**src/conv_pkg.sv**
```systemverilog
`default_nettype none

package conv_pkg;

  // layer operation, taken from bit 7 of the configuration beat
  typedef enum logic {
    op_linear = 1'b0,
    op_lrelu  = 1'b1
  } opcode_t;

  // controller states
  // st_config waits for the configuration beat,
  // st_accum pairs pixel and weight beats,
  // st_drain is a one-cycle gap after the final tap of a layer
  typedef enum logic [1:0] {
    st_config = 2'd0,
    st_accum  = 2'd1,
    st_drain  = 2'd2
  } ctrl_state_t;

  // configuration beat layout in the low byte of the weights word
  //   [3:0]  taps - 1
  //   [6:4]  groups - 1
  //   [7]    opcode

  // taps-minus-one field, up to 16 taps per group
  localparam int CFG_TAPS_LSB = 0;
  localparam int BITS_TAPS = 4;

  // groups-minus-one field, up to 8 groups per layer
  localparam int CFG_GROUPS_LSB = 4;
  localparam int BITS_GROUPS = 3;

  // opcode bit
  localparam int CFG_OP_BIT = 7;

endpackage

`default_nettype wire

```
**src/conv_stream_if.sv**
```systemverilog
`timescale 1ns/1ps
`default_nettype none

// result stream from the accumulators to the activation stage
interface conv_stream_if #(
  parameter int UNITS     = 4,
  parameter int ACC_WIDTH = 24
);

  logic                       valid;
  logic                       ready;
  // unit 0 in the low bits
  logic [UNITS*ACC_WIDTH-1:0] data;
  // final group of the layer
  logic                       last;
  conv_pkg::opcode_t          op;

  modport src (
    output valid,
    input  ready,
    output data,
    output last,
    output op
  );

  modport snk (
    input  valid,
    output ready,
    input  data,
    input  last,
    input  op
  );

endinterface

`default_nettype wire

```
**src/layer_controller.sv**
```systemverilog
`timescale 1ns/1ps
`default_nettype none

module layer_controller #(
  parameter int WORD_WIDTH = 8
) (
  input  logic                                     aclk,
  input  logic                                     reset,
  input  logic                                     s_pixels_valid,
  output logic                                     s_pixels_ready,
  input  logic                                     s_weights_valid,
  output logic                                     s_weights_ready,
  input  logic [WORD_WIDTH-1:0]                    s_weights_data,
  input  logic                                     can_accept,
  input  logic                                     tap_last,
  input  logic                                     group_last,
  output logic                                     beat_fire,
  output logic                                     end_layer,
  output logic                                     clear,
  output conv_pkg::opcode_t                        cfg_op,
  output logic [conv_pkg::BITS_TAPS-1:0]           cfg_taps_1,
  output logic [conv_pkg::BITS_GROUPS-1:0]         cfg_groups_1
);

  conv_pkg::ctrl_state_t state;
  logic                  cfg_fire;
  logic                  in_accum;

  assign in_accum = (state == conv_pkg::st_accum);

  // configuration beat accepted
  assign cfg_fire = (state == conv_pkg::st_config) && s_weights_valid;

  // both streams hand over together, so each ready waits on the other valid
  assign s_pixels_ready  = in_accum && can_accept && s_weights_valid;
  assign s_weights_ready = (state == conv_pkg::st_config) ||
                           (in_accum && can_accept && s_pixels_valid);

  assign beat_fire = in_accum && can_accept && s_pixels_valid && s_weights_valid;
  assign end_layer = beat_fire && tap_last && group_last;

  // restart the tap and group counts for the new layer
  assign clear = cfg_fire;

  always_ff @(posedge aclk) begin
    if (reset) begin
      state <= conv_pkg::st_config;
    end else begin
      case (state)
        conv_pkg::st_config: begin
          if (cfg_fire) begin
            state <= conv_pkg::st_accum;
          end
        end
        conv_pkg::st_accum: begin
          if (end_layer) begin
            state <= conv_pkg::st_drain;
          end
        end
        default: begin
          state <= conv_pkg::st_config;
        end
      endcase
    end
  end

  // layer fields held for the whole layer
  always_ff @(posedge aclk) begin
    if (cfg_fire) begin
      cfg_op       <= conv_pkg::opcode_t'(s_weights_data[conv_pkg::CFG_OP_BIT]);
      cfg_taps_1   <= s_weights_data[conv_pkg::CFG_TAPS_LSB +: conv_pkg::BITS_TAPS];
      cfg_groups_1 <= s_weights_data[conv_pkg::CFG_GROUPS_LSB +: conv_pkg::BITS_GROUPS];
    end
  end

  // a new layer starts from the first tap of its first group
  a_layer_starts_cleared : assert property (
    @(posedge aclk) disable iff (reset)
    cfg_fire |=> (tap_last == (cfg_taps_1 == '0)) &&
                 (group_last == (cfg_groups_1 == '0))
  );

endmodule

`default_nettype wire

```
**src/tap_counter.sv**
```systemverilog
`timescale 1ns/1ps
`default_nettype none

module tap_counter (
  input  logic                             aclk,
  input  logic                             reset,
  input  logic                             clear,
  input  logic                             step,
  input  logic [conv_pkg::BITS_TAPS-1:0]   cfg_taps_1,
  input  logic [conv_pkg::BITS_GROUPS-1:0] cfg_groups_1,
  output logic                             tap_last,
  output logic                             group_last
);

  logic [conv_pkg::BITS_TAPS-1:0]   tap_cnt;
  logic [conv_pkg::BITS_GROUPS-1:0] group_cnt;

  assign tap_last   = (tap_cnt == cfg_taps_1);
  assign group_last = (group_cnt == cfg_groups_1);

  always_ff @(posedge aclk) begin
    if (reset || clear) begin
      tap_cnt   <= '0;
      group_cnt <= '0;
    end else if (step) begin
      if (tap_last) begin
        // wrap taps, move on to the next group
        tap_cnt   <= '0;
        group_cnt <= group_cnt + 1'b1;
      end else begin
        tap_cnt <= tap_cnt + 1'b1;
      end
    end
  end

  // the controller stops stepping after the last tap of the last group
  a_step_within_layer : assert property (
    @(posedge aclk) disable iff (reset)
    step |-> (group_cnt <= cfg_groups_1)
  );

endmodule

`default_nettype wire

```
**src/mac_array.sv**
```systemverilog
`timescale 1ns/1ps
`default_nettype none

module mac_array #(
  parameter int UNITS      = 4,
  parameter int WORD_WIDTH = 8,
  parameter int ACC_WIDTH  = 24
) (
  input  logic                        aclk,
  input  logic                        reset,
  input  logic                        beat_fire,
  input  logic                        tap_last,
  input  logic                        end_layer,
  input  conv_pkg::opcode_t           cfg_op,
  input  logic [UNITS*WORD_WIDTH-1:0] pixels,
  input  logic [WORD_WIDTH-1:0]       weight,
  output logic                        can_accept,
  conv_stream_if.src                  res
);

  logic                       first;
  logic                       group_done;
  logic signed [WORD_WIDTH-1:0] weight_s;
  logic [UNITS*ACC_WIDTH-1:0] sum_flat;

  assign weight_s   = weight;
  assign group_done = beat_fire && tap_last;

  // result register is free or draining this cycle
  assign can_accept = !res.valid || res.ready;

  // high until the first tap of a group has been taken
  always_ff @(posedge aclk) begin
    if (reset) begin
      first <= 1'b1;
    end else if (beat_fire) begin
      first <= tap_last;
    end
  end

  for (genvar u = 0; u < UNITS; u++) begin : g_unit
    logic signed [WORD_WIDTH-1:0]   pix;
    logic signed [2*WORD_WIDTH-1:0] prod;
    logic signed [ACC_WIDTH-1:0]    prod_ext;
    logic signed [ACC_WIDTH-1:0]    base;
    logic signed [ACC_WIDTH-1:0]    sum;
    logic signed [ACC_WIDTH-1:0]    acc;

    assign pix      = pixels[u*WORD_WIDTH +: WORD_WIDTH];
    assign prod     = pix * weight_s;
    assign prod_ext = prod;
    // first tap loads the product instead of adding to the old sum
    assign base     = first ? '0 : acc;
    assign sum      = base + prod_ext;

    assign sum_flat[u*ACC_WIDTH +: ACC_WIDTH] = sum;

    always_ff @(posedge aclk) begin
      if (beat_fire) begin
        acc <= sum;
      end
    end
  end

  // one-entry result register
  always_ff @(posedge aclk) begin
    if (reset) begin
      res.valid <= 1'b0;
    end else if (group_done) begin
      res.valid <= 1'b1;
    end else if (res.ready) begin
      res.valid <= 1'b0;
    end
  end

  always_ff @(posedge aclk) begin
    if (group_done) begin
      res.data <= sum_flat;
      res.last <= end_layer;
      res.op   <= cfg_op;
    end
  end

  a_res_data_held : assert property (
    @(posedge aclk) disable iff (reset)
    (res.valid && !res.ready) |=> $stable(res.data)
  );

endmodule

`default_nettype wire

```
**src/lrelu_stage.sv**
```systemverilog
`timescale 1ns/1ps
`default_nettype none

module lrelu_stage #(
  parameter int UNITS       = 4,
  parameter int ACC_WIDTH   = 24,
  parameter int LRELU_SHIFT = 3
) (
  input  logic                       aclk,
  input  logic                       reset,
  conv_stream_if.snk                 res,
  output logic                       m_valid,
  input  logic                       m_ready,
  output logic [UNITS*ACC_WIDTH-1:0] m_data,
  output logic                       m_last
);

  logic                       take;
  logic [UNITS*ACC_WIDTH-1:0] act_flat;

  // output register empty or being read
  assign res.ready = !m_valid || m_ready;
  assign take      = res.valid && res.ready;

  for (genvar u = 0; u < UNITS; u++) begin : g_unit
    logic signed [ACC_WIDTH-1:0] word;
    logic signed [ACC_WIDTH-1:0] act;
    logic                        leak;

    assign word = res.data[u*ACC_WIDTH +: ACC_WIDTH];
    assign leak = (res.op == conv_pkg::op_lrelu) && word[ACC_WIDTH-1];
    // arithmetic shift rounds toward minus infinity
    assign act  = leak ? (word >>> LRELU_SHIFT) : word;

    assign act_flat[u*ACC_WIDTH +: ACC_WIDTH] = act;
  end

  always_ff @(posedge aclk) begin
    if (reset) begin
      m_valid <= 1'b0;
    end else if (res.ready) begin
      m_valid <= res.valid;
    end
  end

  always_ff @(posedge aclk) begin
    if (take) begin
      m_data <= act_flat;
      m_last <= res.last;
    end
  end

  a_m_valid_known : assert property (
    @(posedge aclk) disable iff (reset)
    !$isunknown(m_valid)
  );

endmodule

`default_nettype wire

```
**src/conv_accelerator.sv**
```systemverilog
`timescale 1ns/1ps
`default_nettype none

module conv_accelerator #(
  parameter int UNITS       = 4,
  parameter int WORD_WIDTH  = 8,
  parameter int ACC_WIDTH   = 24,
  parameter int LRELU_SHIFT = 3
) (
  input  logic                        aclk,
  input  logic                        reset,

  input  logic                        s_pixels_valid,
  output logic                        s_pixels_ready,
  input  logic [UNITS*WORD_WIDTH-1:0] s_pixels_data,

  input  logic                        s_weights_valid,
  output logic                        s_weights_ready,
  input  logic [WORD_WIDTH-1:0]       s_weights_data,

  output logic                        m_valid,
  input  logic                        m_ready,
  output logic [UNITS*ACC_WIDTH-1:0]  m_data,
  output logic                        m_last
);

  logic                             can_accept;
  logic                             tap_last;
  logic                             group_last;
  logic                             beat_fire;
  logic                             end_layer;
  logic                             clear;
  conv_pkg::opcode_t                cfg_op;
  logic [conv_pkg::BITS_TAPS-1:0]   cfg_taps_1;
  logic [conv_pkg::BITS_GROUPS-1:0] cfg_groups_1;

  conv_stream_if #(
    .UNITS     (UNITS    ),
    .ACC_WIDTH (ACC_WIDTH)
  ) res_if ();

  layer_controller #(
    .WORD_WIDTH (WORD_WIDTH)
  ) u_layer_controller (
    .aclk            (aclk           ),
    .reset           (reset          ),
    .s_pixels_valid  (s_pixels_valid ),
    .s_pixels_ready  (s_pixels_ready ),
    .s_weights_valid (s_weights_valid),
    .s_weights_ready (s_weights_ready),
    .s_weights_data  (s_weights_data ),
    .can_accept      (can_accept     ),
    .tap_last        (tap_last       ),
    .group_last      (group_last     ),
    .beat_fire       (beat_fire      ),
    .end_layer       (end_layer      ),
    .clear           (clear          ),
    .cfg_op          (cfg_op         ),
    .cfg_taps_1      (cfg_taps_1     ),
    .cfg_groups_1    (cfg_groups_1   )
  );

  // each accepted tap beat steps the counter
  tap_counter u_tap_counter (
    .aclk         (aclk        ),
    .reset        (reset       ),
    .clear        (clear       ),
    .step         (beat_fire   ),
    .cfg_taps_1   (cfg_taps_1  ),
    .cfg_groups_1 (cfg_groups_1),
    .tap_last     (tap_last    ),
    .group_last   (group_last  )
  );

  mac_array #(
    .UNITS      (UNITS     ),
    .WORD_WIDTH (WORD_WIDTH),
    .ACC_WIDTH  (ACC_WIDTH )
  ) u_mac_array (
    .aclk       (aclk          ),
    .reset      (reset         ),
    .beat_fire  (beat_fire     ),
    .tap_last   (tap_last      ),
    .end_layer  (end_layer     ),
    .cfg_op     (cfg_op        ),
    .pixels     (s_pixels_data ),
    .weight     (s_weights_data),
    .can_accept (can_accept    ),
    .res        (res_if.src    )
  );

  lrelu_stage #(
    .UNITS       (UNITS      ),
    .ACC_WIDTH   (ACC_WIDTH  ),
    .LRELU_SHIFT (LRELU_SHIFT)
  ) u_lrelu_stage (
    .aclk    (aclk      ),
    .reset   (reset     ),
    .res     (res_if.snk),
    .m_valid (m_valid   ),
    .m_ready (m_ready   ),
    .m_data  (m_data    ),
    .m_last  (m_last    )
  );

endmodule

`default_nettype wire

```
**config.mk**
```make
export PLATFORM = sky130hd
export DESIGN_NAME = conv_accelerator
export DESIGN_NICKNAME = d
export VERILOG_FILES = /design/src/conv_pkg.sv /design/src/conv_stream_if.sv /design/src/layer_controller.sv /design/src/tap_counter.sv /design/src/mac_array.sv /design/src/lrelu_stage.sv /design/src/conv_accelerator.sv
export SDC_FILE = /design/constraint.sdc
export NUM_CORES = 1
export LEC_CHECK = 0
export ABC_AREA = 1
export BUFFER_PORTS_ARGS = -buffer_cell sky130_fd_sc_hd__buf_2
export CORE_UTILIZATION = 40
export DETAILED_ROUTE_END_ITERATION = 8
export PLACE_DENSITY = 0.58
export REMOVE_ABC_BUFFERS = 1
export SLEW_MARGIN = 5
export SYNTH_ARGS = -nofsm -noshare
export SYNTH_HDL_FRONTEND = slang
export SYNTH_SLANG_ARGS = --single-unit
```
**constraint.sdc**
```tcl
create_clock -name aclk -period 14.15 [get_ports aclk]
set_clock_uncertainty 0.05 [all_clocks]
set_input_delay 1.415 -clock aclk [delete_from_list [all_inputs] [get_ports aclk]]
set_output_delay 1.415 -clock aclk [all_outputs]
set_load 0.05 [all_outputs]
```
# After elaboration in Yosys (flattened, before gate mapping)
# Cells that the tools add are included.
[op_classes] n_reduce_logical=22 mux=14 n_mul=4 eq_ne=5 addsub=6
[op_table] op="$add 24x16->24" count=4
[op_table] op="$mux 24" count=4
[op_table] op="$mux 23" count=4
[op_table] op="$mul 8x8->16" count=4
[op_table] op="$logic_and 1x1->1" count=12
[op_table] op="$add 4x1->4 const B" count=1
[op_table] op="$eq 4x4->1" count=1
[op_table] op="$logic_or 1x1->1" count=4
[op_table] op="$mux 2" count=2
[op_table] op="$mux 4" count=1
[op_table] op="$ne 2x1->1 const B" count=2
[op_table] op="$pmux 2 s2" count=1
[op_table] op="$reduce_and 2->1" count=2
[op_table] op="$add 3x1->3 const B" count=1
[op_table] op="$eq 3x3->1" count=1
[op_table] op="$eq 2x1->1 const B" count=1
[op_table] op="$logic_not 1->1" count=2
[op_table] op="$logic_not 2->1" count=1
[op_table] op="$mux 1" count=2
[op_table] op="$reduce_bool 2->1" count=1
[totals] input_bits=45 reg_bits=311 wordCells=69

# Longest topological paths before layout
[logic_depth] depth_word=10 mapped_depth=25

# Modules after synthesis
# Synthesis repeated with hierarchy kept, for this count alone.
[hier_totals] cells_unflattened=3204 area_unflattened_um2=29816.1
[by_module_without_submodules] module="mac_array" n_inst=1 area_each_um2=24706.2 cells_each=2712
[by_module_without_submodules] module="lrelu_stage" n_inst=1 area_each_um2=4222.8 cells_each=383
[by_module_without_submodules] module="tap_counter" n_inst=1 area_each_um2=504.2 cells_each=78
[by_module_without_submodules] module="layer_controller" n_inst=1 area_each_um2=382.9 cells_each=31

# Worst setup path after synthesis
# Ideal clock, no wire load.
[synth_path] path_kind="input to register" from="input m_ready" to="register u_lrelu_stage.m_data[0] (enable)" path_stages=2 setup_slack_ns=7.355 n_path_buf=0 t_required_ns=13.516 setup_time_ns=0.584 t_arrival_ns=6.161 cell_sequence="inv_1 -> a21oi_1"
[synth_via] elab_chain_len=2
[synth_lines] item="start, declared" line="conv_accelerator.sv:22" rtl="input logic m_ready,"
[synth_lines] item="$logic_or 1x1->1" line="lrelu_stage.sv:22" rtl="assign res.ready = !m_valid || m_ready;"
[synth_lines] item="$logic_and 1x1->1" line="lrelu_stage.sv:23" rtl="assign take = res.valid && res.ready;"
[synth_lines] item="via u_lrelu_stage.take" line="lrelu_stage.sv:18" rtl="logic take;"
[synth_lines] item="end signal, assigned" line="lrelu_stage.sv:48" rtl="m_data <= act_flat;"
[synth_lines] item="end, declared" line="lrelu_stage.sv:14" rtl="output logic [UNITS*ACC_WIDTH-1:0] m_data,"
# The timed path passes the listed nets, and every way through them passes these cells.
# A chain may end at the register's enable or synchronous reset.

# Final worst setup path
[layout_path] from="input s_weights_data[0]" to="register u_mac_array.res.data[90], data pin"
[layout_via] elab_chain_len=2
[layout_lines] item="start, declared" line="conv_accelerator.sv:19" rtl="input logic [WORD_WIDTH-1:0] s_weights_data,"
[layout_lines] item="$mul 8x8->16" line="mac_array.sv:50" rtl="assign prod = pix * weight_s;"
[layout_lines] item="$add 24x16->24" line="mac_array.sv:54" rtl="assign sum = base + prod_ext;"
[layout_lines] item="via u_mac_array.g_unit[3].sum[18]" line="mac_array.sv:46" rtl="logic signed [ACC_WIDTH-1:0] sum;"
[layout_lines] item="end signal, assigned" line="mac_array.sv:78" rtl="res.data <= sum_flat;"
[layout_lines] item="end, declared" line="conv_stream_if.sv:21" rtl="output data,"
# The timed path passes the listed nets, and every way through them passes these cells.

==> results.ini <==
[power]
p_comb_frac=0.641
power_frac_clock=0.142
power.switching_mw=3.24
sw_frac_of_total=0.482
p_int_mw=3.49
p_total_mw=6.73
ir_worst_vdd_mv=0.0984
p_seq_frac=0.218
pwr_density_cell_nw_per_um2=207
p_leak_nw=16.8

[routing]
dr.pass1.iters=7
wl_per_cell_um=15.3
viasPerCell=4.67
drtIter0Drc=1089
drc=38
wl_met2_um=31500
routedLengthMet1_um=29600
vias=19921
routed_wl_um=65100
top_layer=met5
wl_met3_um=2790
postRouteAntennaNets=0

[clock_tree]
cts_buffer_depth=3
cts_tree=built
ctsRootBufferMaster=clkbuf_16
hold_buffers=0
ctsResizeCount=0
clock_latency_ns=0.57
path_clk_slew_ns=0.06
cts_sinks=311
numCtsBuffers=38
post_cts_buffers=0
cts.htree.levels=2

[setup_path]
critPathLaunchType=input port
reg2regPathDepth=20
crit_required_ns=14.39
endpoint_kind=flop
timing.rr.start=u_mac_array.first$_SDFFE_PP1P_
arrival_ns=6.90
reg2reg_slack_ns=8.65
setup.worst_path.class=in2reg
reg2reg_to=u_mac_array.g_unit[1].acc[23]$_DFFE_PP_
path_max_fanout=33

[cells_and_area]
seq_area_sq_um=9220
synthToLayoutAreaGrowth_pct=9.88
fillCellCount=7211
final_common_cell=inv_1
multi_input_area_sq_um=17200
nets=3947
fin_area_sq_um=32500
postLayoutCoreUtil=0.444
layout_common_cells=746 x inv_1, 741 x nand2_1, 416 x fa_1
drive_gt1_frac=0.0782

[placed_design]
post_dp_cell_area_sq_um=31300
hpwl_um=50900
io_buffers=144
gp_congestion=0.892

[sta]
rsz0062_at_grt=false
timing.final.hold_violations=0
setup_tns_ns=0
fmaxAchievable_mhz=150
fin_crit_ns=6.66
relSlewSlack=0.325
slew_viol_final=0
finalCritPeriodShare=0.470
setup_violations=0
tightest_slew_ns=1.01

[floorplan]
core_area_sq_um=73100
die_h_um=274
start_util=0.404
ios=145
dieArea_sq_um=75000
num_rows=99
die_w_um=274

[synth]
yosysSeqAreaShare=0.312
synth-seq-cells=311
yosys.cell_types.count=46
syn_area_per_cell_sq_um=9.38
syn_inst=3151
synth.cell_area_sq_um=29500
yosys_warnings=0

[grt]
antenna_found_initial=14
grt_max_degree=57
grt_pass1_wl_um=109000
grt_pass1_vias=20912
grt_overflow=0
grt.total_usage=0.184

[outcome]
violations=DRC
status=finished with violations

[job]
drv_cap=0

[worst_hold_path]
min_path_cells=0
hp-start=u_mac_array.res.last$_DFFE_PP_
hold_class=reg2reg
whs_endpoint=u_lrelu_stage.m_last$_DFFE_PP_

[metrics by stage]
| stage | hold WS (ns) | setup slack, ns | cells |
|---|---|---|---|
| finish | 0.369 | 7.49 | 4262 |
| global route | 0.381 | 7.12 | 4260 |
| CTS | 0.372 | 7.49 | 4257 |
| detailed placement | 0.356 | 6.91 | 4187 |
| global placement | 0.352 | 6.97 | 4187 |
| floorplan | 0.350 | 7.35 | 3068 |
[power groups by stage]
stage	clock, mW	sequential (mW)	combinational [mW]
detailed placement	0	1.48	4.31
finish	0.953	1.46	4.31
global route	1.03	1.47	4.95
CTS	0.991	1.46	4.36
floorplan	0	1.48	3.16
global placement	0	1.48	4.30
[per-layer routing]
metal	vias to the layer above	GRT usage
li1	9791	-
met1	9731	0.246
met2	295	0.313
met3	88	0.0308
met4	16	0.0385
met5	-	0
[critical path, cell delays in order]
cell and delay [ns]:
buf_2 0.66, nand2_1 0.37, inv_1 0.74, fa_1 0.57
fa_1 0.51, fa_1 0.56, inv_1 0.05, fa_1 0.47
inv_1 0.04, ha_1 0.17, ha_1 0.35, a21oi_1 0.28
nor2_1 0.07, nor2_1 0.19, nor2_1 0.07, nor2_1 0.15
nand2_1 0.07, nand2_1 0.06, nand2_1 0.10
[how the worst max path moves through the flow]
stage / start / end / slack (ns) / cells after the start
final: s_weights_data[0] / u_mac_array.res.data[90]$_DFFE_PP_ / 7.49 / 19
after global placement: s_weights_data[0] / u_mac_array.res.data[90]$_DFFE_PP_ / 6.97 / 18
after CTS: s_weights_data[0] / u_mac_array.res.data[90]$_DFFE_PP_ / 7.49 / 18
after global routing: s_weights_data[0] / u_mac_array.res.data[90]$_DFFE_PP_ / 7.12 / 18
after detailed placement: s_weights_data[0] / u_mac_array.res.data[90]$_DFFE_PP_ / 6.91 / 18
after floorplan: m_ready / u_lrelu_stage.m_data[0]$_DFFE_PP_ / 7.35 / 2
[cells in the mapped netlist, drive strengths merged]
cell    count  area (sq um)
dfxtp      12           240
mux2        4          45.0
xor2       45           394
a21boi      2          15.0
ha        218          2730
or2        10          62.6
fa        416          8330
o21ai      66           334
nand2     745          2820
clkinv      1          5.00
o211ai      3          22.5
and3        1          6.26
a21oi      96           488
o21bai      8          63.8
and2        2          12.5
nor3       11          55.1
nand3b      5          37.5
nor3b       1          7.51
nand3      96           518
clkbuf     77           313
edfxtp    299          8980
inv       755          2840
xnor2      19           166
nor4        1          6.26
nor2      231           896
buf         6          32.5
nand4      19           119
a21o        2          15.0
[cell type report]
type                       count  area share
antenna                        5    0.000385
clock inverter                26     0.00690
clock buffer                  44      0.0300
timing repair buffer         160      0.0259
tap                          959      0.0370
multi-input combinational   2001       0.528
inverter                     756      0.0876
sequential                   311       0.284
[state kept, by name (all words and copies together), names as in the netlist, 2 cells and up]
register                         flops
u_mac_array.res.data                96
u_layer_controller.cfg_taps_1        4
u_layer_controller.state             2
u_layer_controller.cfg_groups_1      3
u_mac_array.g_unit.acc              96
u_tap_counter.tap_cnt                4
u_lrelu_stage.m_data                96
u_tap_counter.group_cnt              3
[cells by family after synthesis]
kind of cell / share of synthesized area
multiplexers: 0.00152
AO/OA/AOI/OAI: 0.0318
XOR/XNOR: 0.0190
AND/OR/NAND/NOR: 0.154
adder cells (fa/ha/maj): 0.374
flip-flops: 0.312
buffers and inverters: 0.108
Note: power is estimated with default switching activity, not from simulation.
